$ cat src/verilog/data_mem_macros.svh
`ifndef DATA_MEM_MACROS_SVH
`define DATA_MEM_MACROS_SVH

// depth of the data memory in words
`define DATA_MEM_WORDS 1024

// byte lanes per word
// stays at 4 since halfword and word accesses assume a 32-bit word
`define DATA_MEM_BYTES 4

`endif

$ cat src/verilog/data_mem_pkg.sv
`include "data_mem_macros.svh"

package data_mem_pkg;

// payload of a single byte lane
typedef logic [7:0] mem_byte_t;

// full data word made of byte lanes
// lane 0 holds the lowest byte address
typedef mem_byte_t [`DATA_MEM_BYTES-1:0] mem_word_t;

// width of a load or store
typedef enum logic [1:0] {
	SIZE_BYTE = 2'b00,
	SIZE_HALF = 2'b01,
	SIZE_WORD = 2'b10 // 2'b11 is reserved
} access_size_e;

endpackage

$ cat src/verilog/lsu_align.sv
`include "data_mem_macros.svh"

module lsu_align (
	input  logic                                                  clk,
	input  logic                                                  rst_n,
	input  logic                                                  req,
	input  logic                                                  we,
	input  data_mem_pkg::access_size_e                            size,
	input  logic                                                  unsigned_load,
	input  logic [$clog2(`DATA_MEM_WORDS * `DATA_MEM_BYTES)-1:0]  addr,
	input  data_mem_pkg::mem_word_t                               wdata,
	output logic                                                  ram_we,
	output logic [`DATA_MEM_BYTES-1:0]                            ram_be,
	output logic [$clog2(`DATA_MEM_WORDS)-1:0]                    ram_addr,
	output data_mem_pkg::mem_word_t                               ram_din,
	input  data_mem_pkg::mem_word_t                               ram_dout,
	output data_mem_pkg::mem_word_t                               rdata,
	output logic                                                  rvalid,
	output logic                                                  misaligned
);

import data_mem_pkg::*;

localparam int unsigned OFF_W  = $clog2(`DATA_MEM_BYTES);
localparam int unsigned ADDR_W = $clog2(`DATA_MEM_WORDS * `DATA_MEM_BYTES);

logic [OFF_W-1:0]           offset;
logic                       aligned;
logic [`DATA_MEM_BYTES-1:0] be_base;

// request fields held for the returning read data
logic [OFF_W-1:0]           offset_q;
access_size_e               size_q;
logic                       unsigned_q;

mem_byte_t                  lane_byte;
logic [15:0]                lane_half;
logic [31:0]                load_ext;

assign offset   = addr[OFF_W-1:0];
assign ram_addr = addr[ADDR_W-1:OFF_W]; // word address

// natural alignment check
always_comb begin
	case (size)
		SIZE_BYTE: aligned = 1'b1;
		SIZE_HALF: aligned = ~offset[0];
		SIZE_WORD: aligned = (offset == '0);
		default:   aligned = 1'b0; // reserved size rejected like a misaligned access
	endcase
end

// store steering
// replicating the low bytes puts them on every lane they can land on
always_comb begin
	case (size)
		SIZE_BYTE: begin
			be_base = `DATA_MEM_BYTES'(1);
			ram_din = {`DATA_MEM_BYTES{wdata[0]}};
		end
		SIZE_HALF: begin
			be_base = `DATA_MEM_BYTES'(3);
			ram_din = {(`DATA_MEM_BYTES / 2){wdata[1], wdata[0]}};
		end
		default: begin
			be_base = '1;
			ram_din = wdata;
		end
	endcase
end

assign ram_be = be_base << offset;
assign ram_we = req & we & aligned; // misaligned stores never reach the ram

// response strobes, one cycle after req
always_ff @(posedge clk or negedge rst_n) begin
	if (!rst_n) begin
		rvalid     <= 1'b0;
		misaligned <= 1'b0;
	end else begin
		rvalid     <= req & ~we & aligned;
		misaligned <= req & ~aligned;
	end
end

always_ff @(posedge clk) begin
	if (req) begin
		offset_q   <= offset;
		size_q     <= size;
		unsigned_q <= unsigned_load;
	end
end

// lane select on the returned word
always_comb begin
	lane_byte = ram_dout[offset_q];
	lane_half = {ram_dout[{offset_q[1], 1'b1}], ram_dout[{offset_q[1], 1'b0}]};
	case (size_q)
		SIZE_BYTE: load_ext = {{24{~unsigned_q & lane_byte[7]}}, lane_byte};
		SIZE_HALF: load_ext = {{16{~unsigned_q & lane_half[15]}}, lane_half};
		default:   load_ext = ram_dout;
	endcase
end

// rdata is zero outside the rvalid cycle
assign rdata = rvalid ? load_ext : '0;

endmodule

$ cat config.mk
export PLATFORM = sky130hd
export DESIGN_NAME = lsu_align
export DESIGN_NICKNAME = d
export VERILOG_FILES = /design/src/verilog/data_mem_pkg.sv /design/src/verilog/lsu_align.sv
export VERILOG_INCLUDE_DIRS = /design/src /design/src/verilog
export SDC_FILE = /design/constraint.sdc
export NUM_CORES = 1
export LEC_CHECK = 0
export BUFFER_PORTS_ARGS = -buffer_cell sky130_fd_sc_hd__buf_2
export CAP_MARGIN = 20
export CORE_UTILIZATION = 41
export DETAILED_ROUTE_END_ITERATION = 12
export PLACE_DENSITY = 0.95
export SLEW_MARGIN = 10
export SYNTH_ARGS = -nofsm -noshare
export SYNTH_HDL_FRONTEND = slang
export SYNTH_SLANG_ARGS = --single-unit
$ cat constraint.sdc
create_clock -name clk -period 3.7 [get_ports clk]
set_input_delay 0.185 -clock clk [delete_from_list [all_inputs] [get_ports clk]]
set_output_delay 0.185 -clock clk [all_outputs]
set_load 0.01 [all_outputs]
==> metrics.md, run 1 <==
| Metric | Value |
|---|---|
| Die Area | `approximately 4600 sq um` |
| Final count of negative-setup-slack endpoints | `0` |
| Filler cell count | `355` |
| Largest net degree at the start of global routing | `46` |
| ANT nets after route | `0` |
| Distinct cells, synth | `32` |
| Die Ht | `just under 70 um` |
| Inserted Clock Buffers | `3` |
| Initial antenna violation count | `1` |
| Slew Limit Fails | `0` |
| Hold Crit Class | `input port to register` |
| Vias per cell | `between 5 and 6` |
| Post-synth top area cell | `mux2_2` |
| Max-cap violations | `0` |
| DRC Markers | `0` |
| Worst path top cell family by delay | `simple AND/OR/NAND/NOR gates` |
| Final period utilization | `0.816` |
| Post-synth EDFFs | `5` |
| Global-route wire length before repair | `8.29 mm` |
| Register area | `around 200 sq um` |
| Gr ovfl total | `0` |
| Status | `completed` |
| Top cells by count, synth | `19 x buf_4, 18 x mux2_2, 18 x o21ai_0` |
| Rel. slew slack | `0.430` |
| Worst path most repeated cell | `buf_4` |
| Syn Nets | `approximately 320` |
| Pre-antenna DRT Iters | `7` |
| Metal2 WL | `between 3 and 4 mm` |
| Worst slack at placement | `0.932 ns` |
| CP max-delay cell | `nand4bb_1` |
| DR top layer | `met4` |
| Final Hold Vio Count | `0` |
| Maximum vdd drop | `between 0.09 and 0.1 mV` |
| Synth Register Bits | `7` |
| Initial Util | `0.434` |
| Area grow syn2layout | `34.7%` |
| Gr usage total | `0.233` |
| Detailed-route via count | `between 2000 and 2500` |
| Critical path, cell by cell | `buf_4, or3b_1, buf_4, nand4bb_1, o211ai_1, buf_2` |
| Ant. Diodes | `0` |
| H-tree lvl count | `1` |
| RSZ-0062 raised after global routing | `no` |
| WHS Path Cells | `2` |
| Share of Yosys cell area claimed by the top area cell type | `0.115` |
| CTS tree | `done` |
| Synth async-reset ratio | `0.286` |
| Vias in the first global route | `around 1900` |
| Num Clock Sinks | `7` |
| Least-Margin Pin Slew | `between 0.8 and 0.9 ns` |
| Largest fanout on the critical path | `45` |
| # port buffers | `roughly 140` |
| Crit start category | `register` |
| Drt total wl | `between 5 and 6 mm` |
| Clk slew on worst S/H paths | `0.04 ns` |
| TNS Setup | `0 ns` |
| Fmax | `331 MHz` |
| Crit end category | `output port` |
| Syn. warnings | `0` |
| DRT met1 WL | `around 2.1 mm` |
| Wire per inst | `roughly 15 um` |
| Cell Pwr Density | `between 150 and 200 nW/um^2` |
| Nets | `roughly 430` |
| Leakage | `roughly 1.2 nW` |
| Area contributors post-synth | `mux2_2 12%, mux2i_1 9.1%, edfxtp_1 8.5%` |
| Register area share after synthesis | `0.114` |
| Gpl congestion | `a little over 0.8` |
| Synth Flop Type | `edfxtp_1` |
| IO Pins | `164` |
| Req. time, crit path | `3.51 ns` |
| Fin crit period | `between 3 and 4 ns` |
| Crit path kind | `register to output port` |
| DR WL met3 | `approximately 570 um` |
| Fin worst setup slack | `between 0.6 and 0.7 ns` |
| Clock tree buffer depth | `2` |
| Core ar. | `about 4100 sq um` |
| Share of cells above drive strength 1 | `0.531` |
| Post-Syn Area per Cell | `roughly 7.6 sq um` |
| Critical path data arrival time | `2.83 ns` |
| Post-synthesis instance total | `around 230` |
| Top-count cell post-synth | `buf_4` |
| Slowest stage delay, CP | `~0.8 ns` |
| Starting DRT DRC Count | `between 200 and 250` |
| Post-Syn Area | `between 1500 and 2000 sq um` |
| Clk root buf | `clkbuf_8` |
| Worst Path Buf+Inv | `3` |
| Rows | `23` |
| Die W | `just under 70 um` |
| Crit. path cell count | `6` |
| Multi-input logic area | `around 1300 sq um` |
| DP HPWL | `4.57 mm` |
## sequential cells by signal, indices dropped and copies added, names as in the netlist
register,flops
size_q,2
unsigned_q,1
misaligned,1
rvalid,1
offset_q,2
## metal layers
| layer | up-vias | GRT usage |
|---|---|---|
| met4 | 0 | 0.0532 |
| met1 | 1018 | 0.238 |
| met3 | 4 | 0.0422 |
| met5 | - | 0 |
| met2 | 151 | 0.472 |
| li1 | 1060 | - |
## final cells by class
class	instances	area share
Timing Repair Buffer	149	0.322
Clock buffer	4	0.0190
Tap cell	50	0.0264
Sequential cell	7	0.0843
Inverter	3	0.00474
Multi-Input combinational cell	178	0.544
## repair_timing
item                                   in CTS  in global routing
gates resized for setup                     0                  0
endpoints found under the hold margin       2                  0
hold buffers                                1                  0
setup buffers                               0                  0
## path summary, 6_finish.rpt
| check | end | from |
|---|---|---|
| min in group asynchronous | misaligned$_DFF_PN0_ | rst_n |
| worst min-delay path | rvalid$_DFF_PN0_ | we |
| max in group asynchronous | rvalid$_DFF_PN0_ | rst_n |
| worst max-delay path | rdata[17] | size_q[1]$_DFFE_PP_ |
## power by group
part	internal, mW	switching (mW)
clock network	0.0742	0.0295
registers	0.0910	0.00570
logic	0.118	0.140
## cells in the final DEF, fill, tap and decap left out, types with 2 or more instances in the layout
cell | Yosys | layout
a21oi_1 | 9 | 9
a222oi_1 | 7 | 7
a31oi_1 | 2 | 2
and2_1 | 7 | 7
buf_2 | 6 | 143
buf_4 | 19 | 5
clkbuf_8 | 0 | 3
dfrtp_1 | 2 | 2
edfxtp_1 | 5 | 5
inv_1 | 3 | 3
mux2_2 | 18 | 18
mux2i_1 | 16 | 16
nand2_1 | 16 | 16
nand2b_1 | 8 | 8
nand3_1 | 16 | 16
nand3b_1 | 7 | 7
nor2_1 | 5 | 5
nor2b_1 | 9 | 9
nor3_1 | 3 | 3
o211ai_1 | 6 | 6
o211ai_2 | 10 | 10
o21a_1 | 7 | 7
o21ai_0 | 18 | 18
o22ai_1 | 8 | 8
## stage by stage
step,std cells,instance area (sq um),power [mW],hold WS [ns],util
finish,391,2370,0.458,0.142,0.585
global route,391,2370,0.487,0.145,0.585
CTS,391,2370,0.460,0.141,0.585
detailed placement,386,2320,0.352,-0.0203,0.571
global placement,386,2320,0.347,-0.0265,0.571
floorplan,232,1760,0.264,-0.111,-
## logic make-up after synthesis
family / after synthesis / synth area share
DFF: 7 / 0.114
and+or+nand+nor: 76 / 0.239
muxes: 34 / 0.206
AOI/OAI and AO/OA: 68 / 0.288
buffers and inverters: 47 / 0.153
Note: power is estimated with default switching activity, not from simulation.
==> run 2: changes to the inputs <==
CORE_UTILIZATION = 34   (was 41)
PLACE_DENSITY = 0.86   (was 0.95)
clock period = 2.5 ns   (was 3.7 ns; I/O delays follow)
==> metrics.md, run 2 (synthesis results as in run 1) <==
| Metric | Value |
|---|---|
| Status | `completed (unchanged)` |
| Cell Pwr Density | `284 nW/um^2 (was 193 nW/um^2)` |
| Power Internal | `0.424 mW (was 0.283 mW)` |
| Crit path kind | `register to output port (unchanged)` |
| Starting DRT DRC Count | `203 (was 235)` |
| Die Area | `5470 sq um (was 4560 sq um)` |
| Largest net degree at the start of global routing | `31 (was 46)` |
| Share of cells above drive strength 1 | `0.536 (was 0.531)` |
| Reg power frac | `0.211 (about the same)` |
| Area grow syn2layout | `37.8% (was 34.7%)` |
| ANT nets after route | `0 (unchanged)` |
| Clock network power share | `0.222 (was 0.226)` |
| Critical path, cell by cell | `buf_4, nor2b_1, a31oi_1, a31oi_1, buf_2 (was buf_4, or3b_1, buf_4, nand4bb_1, o211ai_1, buf_2)` |
| Switch share | `0.384 (was 0.382)` |
| Combinational power share | `0.567 (was 0.563)` |
| Gr usage total | `0.206 (was 0.233)` |
| Leakage | `1.24 nW (was 1.22 nW)` |
| Metal2 WL | `3.29 mm (was 3.12 mm)` |
| Initial Util | `0.363 (was 0.434)` |
| Slowest stage delay, CP | `0.59 ns (was 0.80 ns)` |
| Commonest non-fill, non-tap cell in the layout | `buf_2 (unchanged)` |
| Clock tree buffer depth | `2 (unchanged)` |
| TNS Setup | `0 ns (unchanged)` |
| Drt total wl | `6.21 mm (was 5.81 mm)` |
| Maximum vdd drop | `0.136 mV (was 0.0967 mV)` |
| Worst path most repeated cell | `a31oi_1 (was buf_4)` |
| Num Clock Sinks | `7 (unchanged)` |
| Req. time, crit path | `2.38 ns (was 3.51 ns)` |
| Crit end category | `output port (unchanged)` |
| CTS tree | `done (unchanged)` |
| DRT met1 WL | `2.35 mm (was 2.09 mm)` |
| # port buffers | `143 (unchanged)` |
| Pre-antenna DRT Iters | `4 (was 7)` |
| Initial antenna violation count | `1 (unchanged)` |
| Fin crit period | `around 2.2 ns` |
| Die Ht | `74.0 um (was 67.6 um)` |
| RSZ-0062 raised after global routing | `no (unchanged)` |
| Wire per inst | `15.0 um (was 14.9 um)` |
| Crit start category | `register (unchanged)` |
| Inserted Clock Buffers | `3 (unchanged)` |
| WHS Path Cells | `2 (unchanged)` |
| Fmax | `between 400 and 500 MHz` |
| Gpl congestion | `0.879 (was 0.818)` |
| Max-cap violations | `0 (unchanged)` |
| Crit. path cell count | `5 (was 6)` |
| Nets | `429 (was 425)` |
| Endpoint, Worst Hold | `rvalid$_DFF_PN0_ (unchanged)` |
| CP max-delay cell | `nor2b_1 (was nand4bb_1)` |
| Final period utilization | `0.883` |
| Gr ovfl total | `0 (unchanged)` |
| Largest fanout on the critical path | `30 (was 45)` |
| DP HPWL | `4.96 mm (was 4.57 mm)` |
| Slew Limit Fails | `0 (unchanged)` |
| Worst Path Buf+Inv | `2 (was 3)` |
| Critical path data arrival time | `2.08 ns (was 2.83 ns)` |
| Post-CTS setup buffer count | `0 (unchanged)` |
| Clk root buf | `clkbuf_8 (unchanged)` |
| Vias per cell | `5.40 (was 5.71)` |
| Post_cts resized | `0 (unchanged)` |
| CTS Hold Bufs | `1 (unchanged)` |
| Net Sw Power | `0.264 mW (was 0.175 mW)` |
| Commonest cells after routing, fill and taps aside | `143 x buf_2, 18 x mux2_2, 18 x o21ai_0 (unchanged)` |
| DR top layer | `met4 (unchanged)` |
| Final count of negative-setup-slack endpoints | `0 (unchanged)` |
| DRC Markers | `0 (unchanged)` |
| Die W | `74.0 um (was 67.6 um)` |
| Core ar. | `4850 sq um (was 4060 sq um)` |
| Tot Pwr | `0.688 mW (was 0.458 mW)` |
| Detailed-route via count | `2230 (was 2233)` |
| Vias in the first global route | `1895 (was 1911)` |
| Global-route wire length before repair | `8.80 mm (was 8.29 mm)` |
| Hold Crit Class | `input port to register (unchanged)` |
| Least-Margin Pin Slew | `0.674 ns (was 0.851 ns)` |
| DR WL met3 | `471 um (was 567 um)` |
| Worst path top cell family by delay | `simple AND/OR/NAND/NOR gates (unchanged)` |
| Rows | `25 (was 23)` |
| H-tree lvl count | `1 (unchanged)` |
| Clk slew on worst S/H paths | `0.04 ns (about the same)` |
| Rel. slew slack | `0.549 (was 0.430)` |
| Hold path start | `we (unchanged)` |
| Final Hold Vio Count | `0 (unchanged)` |
| IO Pins | `164 (unchanged)` |
| Largest regs | `offset_q: 2 flops, size_q: 2 flops (unchanged)` |
[run 2: cell types whose count changed in the layout (fill, tap and decap cells not counted)]
cell and change:
buf_4 +4, diode_2 +1
[run 2: power by group through the flow]
stage                     Sequential (mW)  Clock, mW  Combinational, mW
after floorplan                     0.141          0              0.250
after global placement              0.145          0              0.381
after detailed placement            0.146          0              0.386
after CTS                           0.145      0.157              0.390
after global routing                0.146      0.162              0.421
final                               0.145      0.153              0.390
[run 2: how the worst max path moves through the flow]
stage | start | end | slack, ns
final | offset_q[1]$_DFFE_PP_ | rdata[7] | 0.29
after global routing | size_q[0]$_DFFE_PP_ | rdata[17] | 0.21
after CTS | offset_q[1]$_DFFE_PP_ | rdata[7] | 0.35
after detailed placement | offset_q[1]$_DFFE_PP_ | rdata[7] | 0.59
after global placement | offset_q[1]$_DFFE_PP_ | rdata[7] | 0.63
after floorplan | rvalid$_DFF_PN0_ | rdata[21] | 0.80
[run 2: area by class of cell]
type                    count  area [sq um]
repair buffers            153           793
diodes                      1          2.50
well taps                  67          83.8
flip-flops and latches      7           200
inverters                   3          11.3
fillers                   458          2420
multi-input cells         178          1290
clock buffers               4          45.0
[run 2: stage by stage]
step / area, sq um / worst slack (ns) / instances / hold slack (ns) / util
after floorplan: 1760 / 0.801 / 232 / -0.171 / -
after global placement: 2370 / 0.634 / 407 / -0.0900 / 0.489
after detailed placement: 2370 / 0.586 / 407 / -0.0893 / 0.489
after CTS: 2420 / 0.346 / 412 / 0.0593 / 0.500
after global routing: 2430 / 0.211 / 413 / 0.0598 / 0.501
final: 2430 / 0.292 / 413 / 0.0625 / 0.501
[run 2: metal layers]
layer / up-vias / GRT usage
li1: 1066 / -
met1: 1011 / 0.230
met5: - / 0
met3: 10 / 0.0257
met2: 143 / 0.390
met4: 0 / 0.0876
==> run 3: changes to the inputs <==
clock period = 2 ns   (was 2.5 ns; I/O delays follow)
==> metrics.md, run 3 (synthesis results as in run 1) <==
| Metric | Value |
|---|---|
| Clock tree buffer depth | `2 (unchanged)` |
| Largest net degree at the start of global routing | `31 (unchanged)` |
| Largest fanout on the critical path | `8 (was 30)` |
| Leakage | `1.27 nW (was 1.24 nW)` |
| RSZ-0062 raised after global routing | `no (unchanged)` |
| Final Hold Vio Count | `0 (unchanged)` |
| Max-cap violations | `0 (unchanged)` |
| Commonest non-fill, non-tap cell in the layout | `buf_2 (unchanged)` |
| Req. time, crit path | `1.90 ns (was 2.38 ns)` |
| Vias in the first global route | `1983 (was 1895)` |
| Nets | `432 (was 429)` |
| Switch share | `0.380 (was 0.384)` |
| Ant. Diodes | `0 (was 1)` |
| Vias per cell | `5.45 (was 5.40)` |
| Commonest cells after routing, fill and taps aside | `143 x buf_2, 18 x mux2_2, 18 x o21ai_0 (unchanged)` |
| Final period utilization | `0.945` |
| Detailed-route via count | `2260 (was 2230)` |
| Combinational power share | `0.579 (was 0.567)` |
| Core ar. | `4850 sq um (unchanged)` |
| Slew Limit Fails | `0 (unchanged)` |
| Power Internal | `0.541 mW (was 0.424 mW)` |
| Maximum vdd drop | `0.160 mV (was 0.136 mV)` |
| Gpl congestion | `0.867 (was 0.879)` |
| Die Area | `5470 sq um (unchanged)` |
| Starting DRT DRC Count | `178 (was 203)` |
| Clk root buf | `clkbuf_8 (unchanged)` |
| Share of cells above drive strength 1 | `0.543 (was 0.536)` |
| Area grow syn2layout | `40.1% (was 37.8%)` |
| Clock network power share | `0.218 (was 0.222)` |
| Gr ovfl total | `0 (unchanged)` |
| Crit path kind | `register to output port (unchanged)` |
| # port buffers | `143 (unchanged)` |
| Rel. slew slack | `0.740 (was 0.549)` |
| Die W | `74.0 um (unchanged)` |
| DRC Markers | `0 (unchanged)` |
| Pre-antenna DRT Iters | `7 (was 4)` |
| Initial Util | `0.363 (unchanged)` |
| Clk slew on worst S/H paths | `0.04 ns (about the same)` |
| Fin crit period | `1.89 ns` |
| Fmax | `529 MHz` |
| Tot Pwr | `0.871 mW (was 0.688 mW)` |
| ANT nets after route | `0 (unchanged)` |
| Crit end category | `output port (unchanged)` |
| TNS Setup | `0 ns (unchanged)` |
| IO Pins | `164 (unchanged)` |
| Inserted Clock Buffers | `3 (unchanged)` |
| H-tree lvl count | `1 (unchanged)` |
| Filler cell count | `464 (was 458)` |
| Initial antenna violation count | `0 (was 1)` |
| Placed cell count | `409 (was 407)` |
| Hold Crit Class | `input port to register (unchanged)` |
| Largest regs | `offset_q: 2 flops, size_q: 2 flops (unchanged)` |
| Reg power frac | `0.202 (was 0.211)` |
| Drt total wl | `6.15 mm (was 6.21 mm)` |
| Least-Margin Pin Slew | `0.389 ns (was 0.674 ns)` |
| Die Ht | `74.0 um (unchanged)` |
| Status | `completed (unchanged)` |
| Global-route wire length before repair | `8.95 mm (was 8.80 mm)` |
| Crit start category | `register (unchanged)` |
| Gr usage total | `0.206 (about the same)` |
| Final count of negative-setup-slack endpoints | `0 (unchanged)` |
| CTS tree | `done (unchanged)` |
| Wire per inst | `14.8 um (was 15.0 um)` |
| Rows | `25 (unchanged)` |
| DP HPWL | `4.97 mm (was 4.96 mm)` |
| Final Instance Count excl. Fillers | `415 (was 413)` |
| Critical path data arrival time | `1.79 ns (was 2.08 ns)` |
| Num Clock Sinks | `7 (unchanged)` |
| Cell Pwr Density | `353 nW/um^2 (was 284 nW/um^2)` |
| Net Sw Power | `0.331 mW (was 0.264 mW)` |
==> run 3: final timing paths <==
kind / start / endpoint / slack (ns) / cells past startpoint
min in group asynchronous: rst_n / misaligned$_DFF_PN0_ / 0.22 / 2
hold / removal: we / rvalid$_DFF_PN0_ / 0.04 / 2
setup / recovery: size_q[0]$_DFFE_PP_ / rdata[6] / 0.11 / 4
max in group asynchronous: rst_n / rvalid$_DFF_PN0_ / 1.69 / 2
==> run 3: power by group through the flow <==
stage / logic (mW) / registers [mW] / clock network, mW
3_3_place_gp: 0.483 / 0.180 / 0
5_1_grt: 0.546 / 0.178 / 0.201
3_5_place_dp: 0.492 / 0.180 / 0
2_1_floorplan: 0.312 / 0.176 / 0
4_1_cts: 0.496 / 0.178 / 0.193
6_report: 0.505 / 0.176 / 0.190
==> run 3: area by class of cell <==
cell class,count,area [sq um],area share
Multi-Input combinational cell,178,1300,0.526
Timing Repair Buffer,156,828,0.336
Sequential cell,7,200,0.0811
Tap cell,67,83.8,0.0340
Clock buffer,4,45.0,0.0183
Inverter,3,11.3,0.00456
==> run 3: worst max-delay path, stage by stage (launching register included) <==
cell and delay (ns):
edfxtp_1 0.48, or3b_2 0.59, o21ai_0 0.21, o21a_1 0.16, buf_2 0.13
==> run 3: timing repair <==
item,in CTS,in global routing
endpoints found under the setup margin,8,18
hold buffers,1,0
resized for setup,1,1
buffers inserted,0,1
hold endpoints to repair,2,0
==> run 3: layer usage <==
| metal | up-vias | wire, um | GRT usage |
|---|---|---|---|
| met2 | 138 | 3250 | 0.407 |
| met5 | - | 0 | 0 |
| met4 | 0 | 117 | 0.0620 |
| met3 | 14 | 458 | 0.0312 |
| met1 | 1033 | 2330 | 0.222 |
| li1 | 1075 | - | - |
==> run 3: per-stage QoR <==
step | area, sq um | hold WS, ns | util | worst slack, ns
5_1_grt | 2470 | 0.0419 | 0.509 | 0.0186
3_3_place_gp | 2400 | -0.115 | 0.494 | 0.231
4_1_cts | 2450 | 0.0414 | 0.506 | 0.0454
2_1_floorplan | 1760 | -0.196 | - | 0.326
6_report | 2470 | 0.0448 | 0.509 | 0.109
3_5_place_dp | 2400 | -0.114 | 0.494 | 0.0930
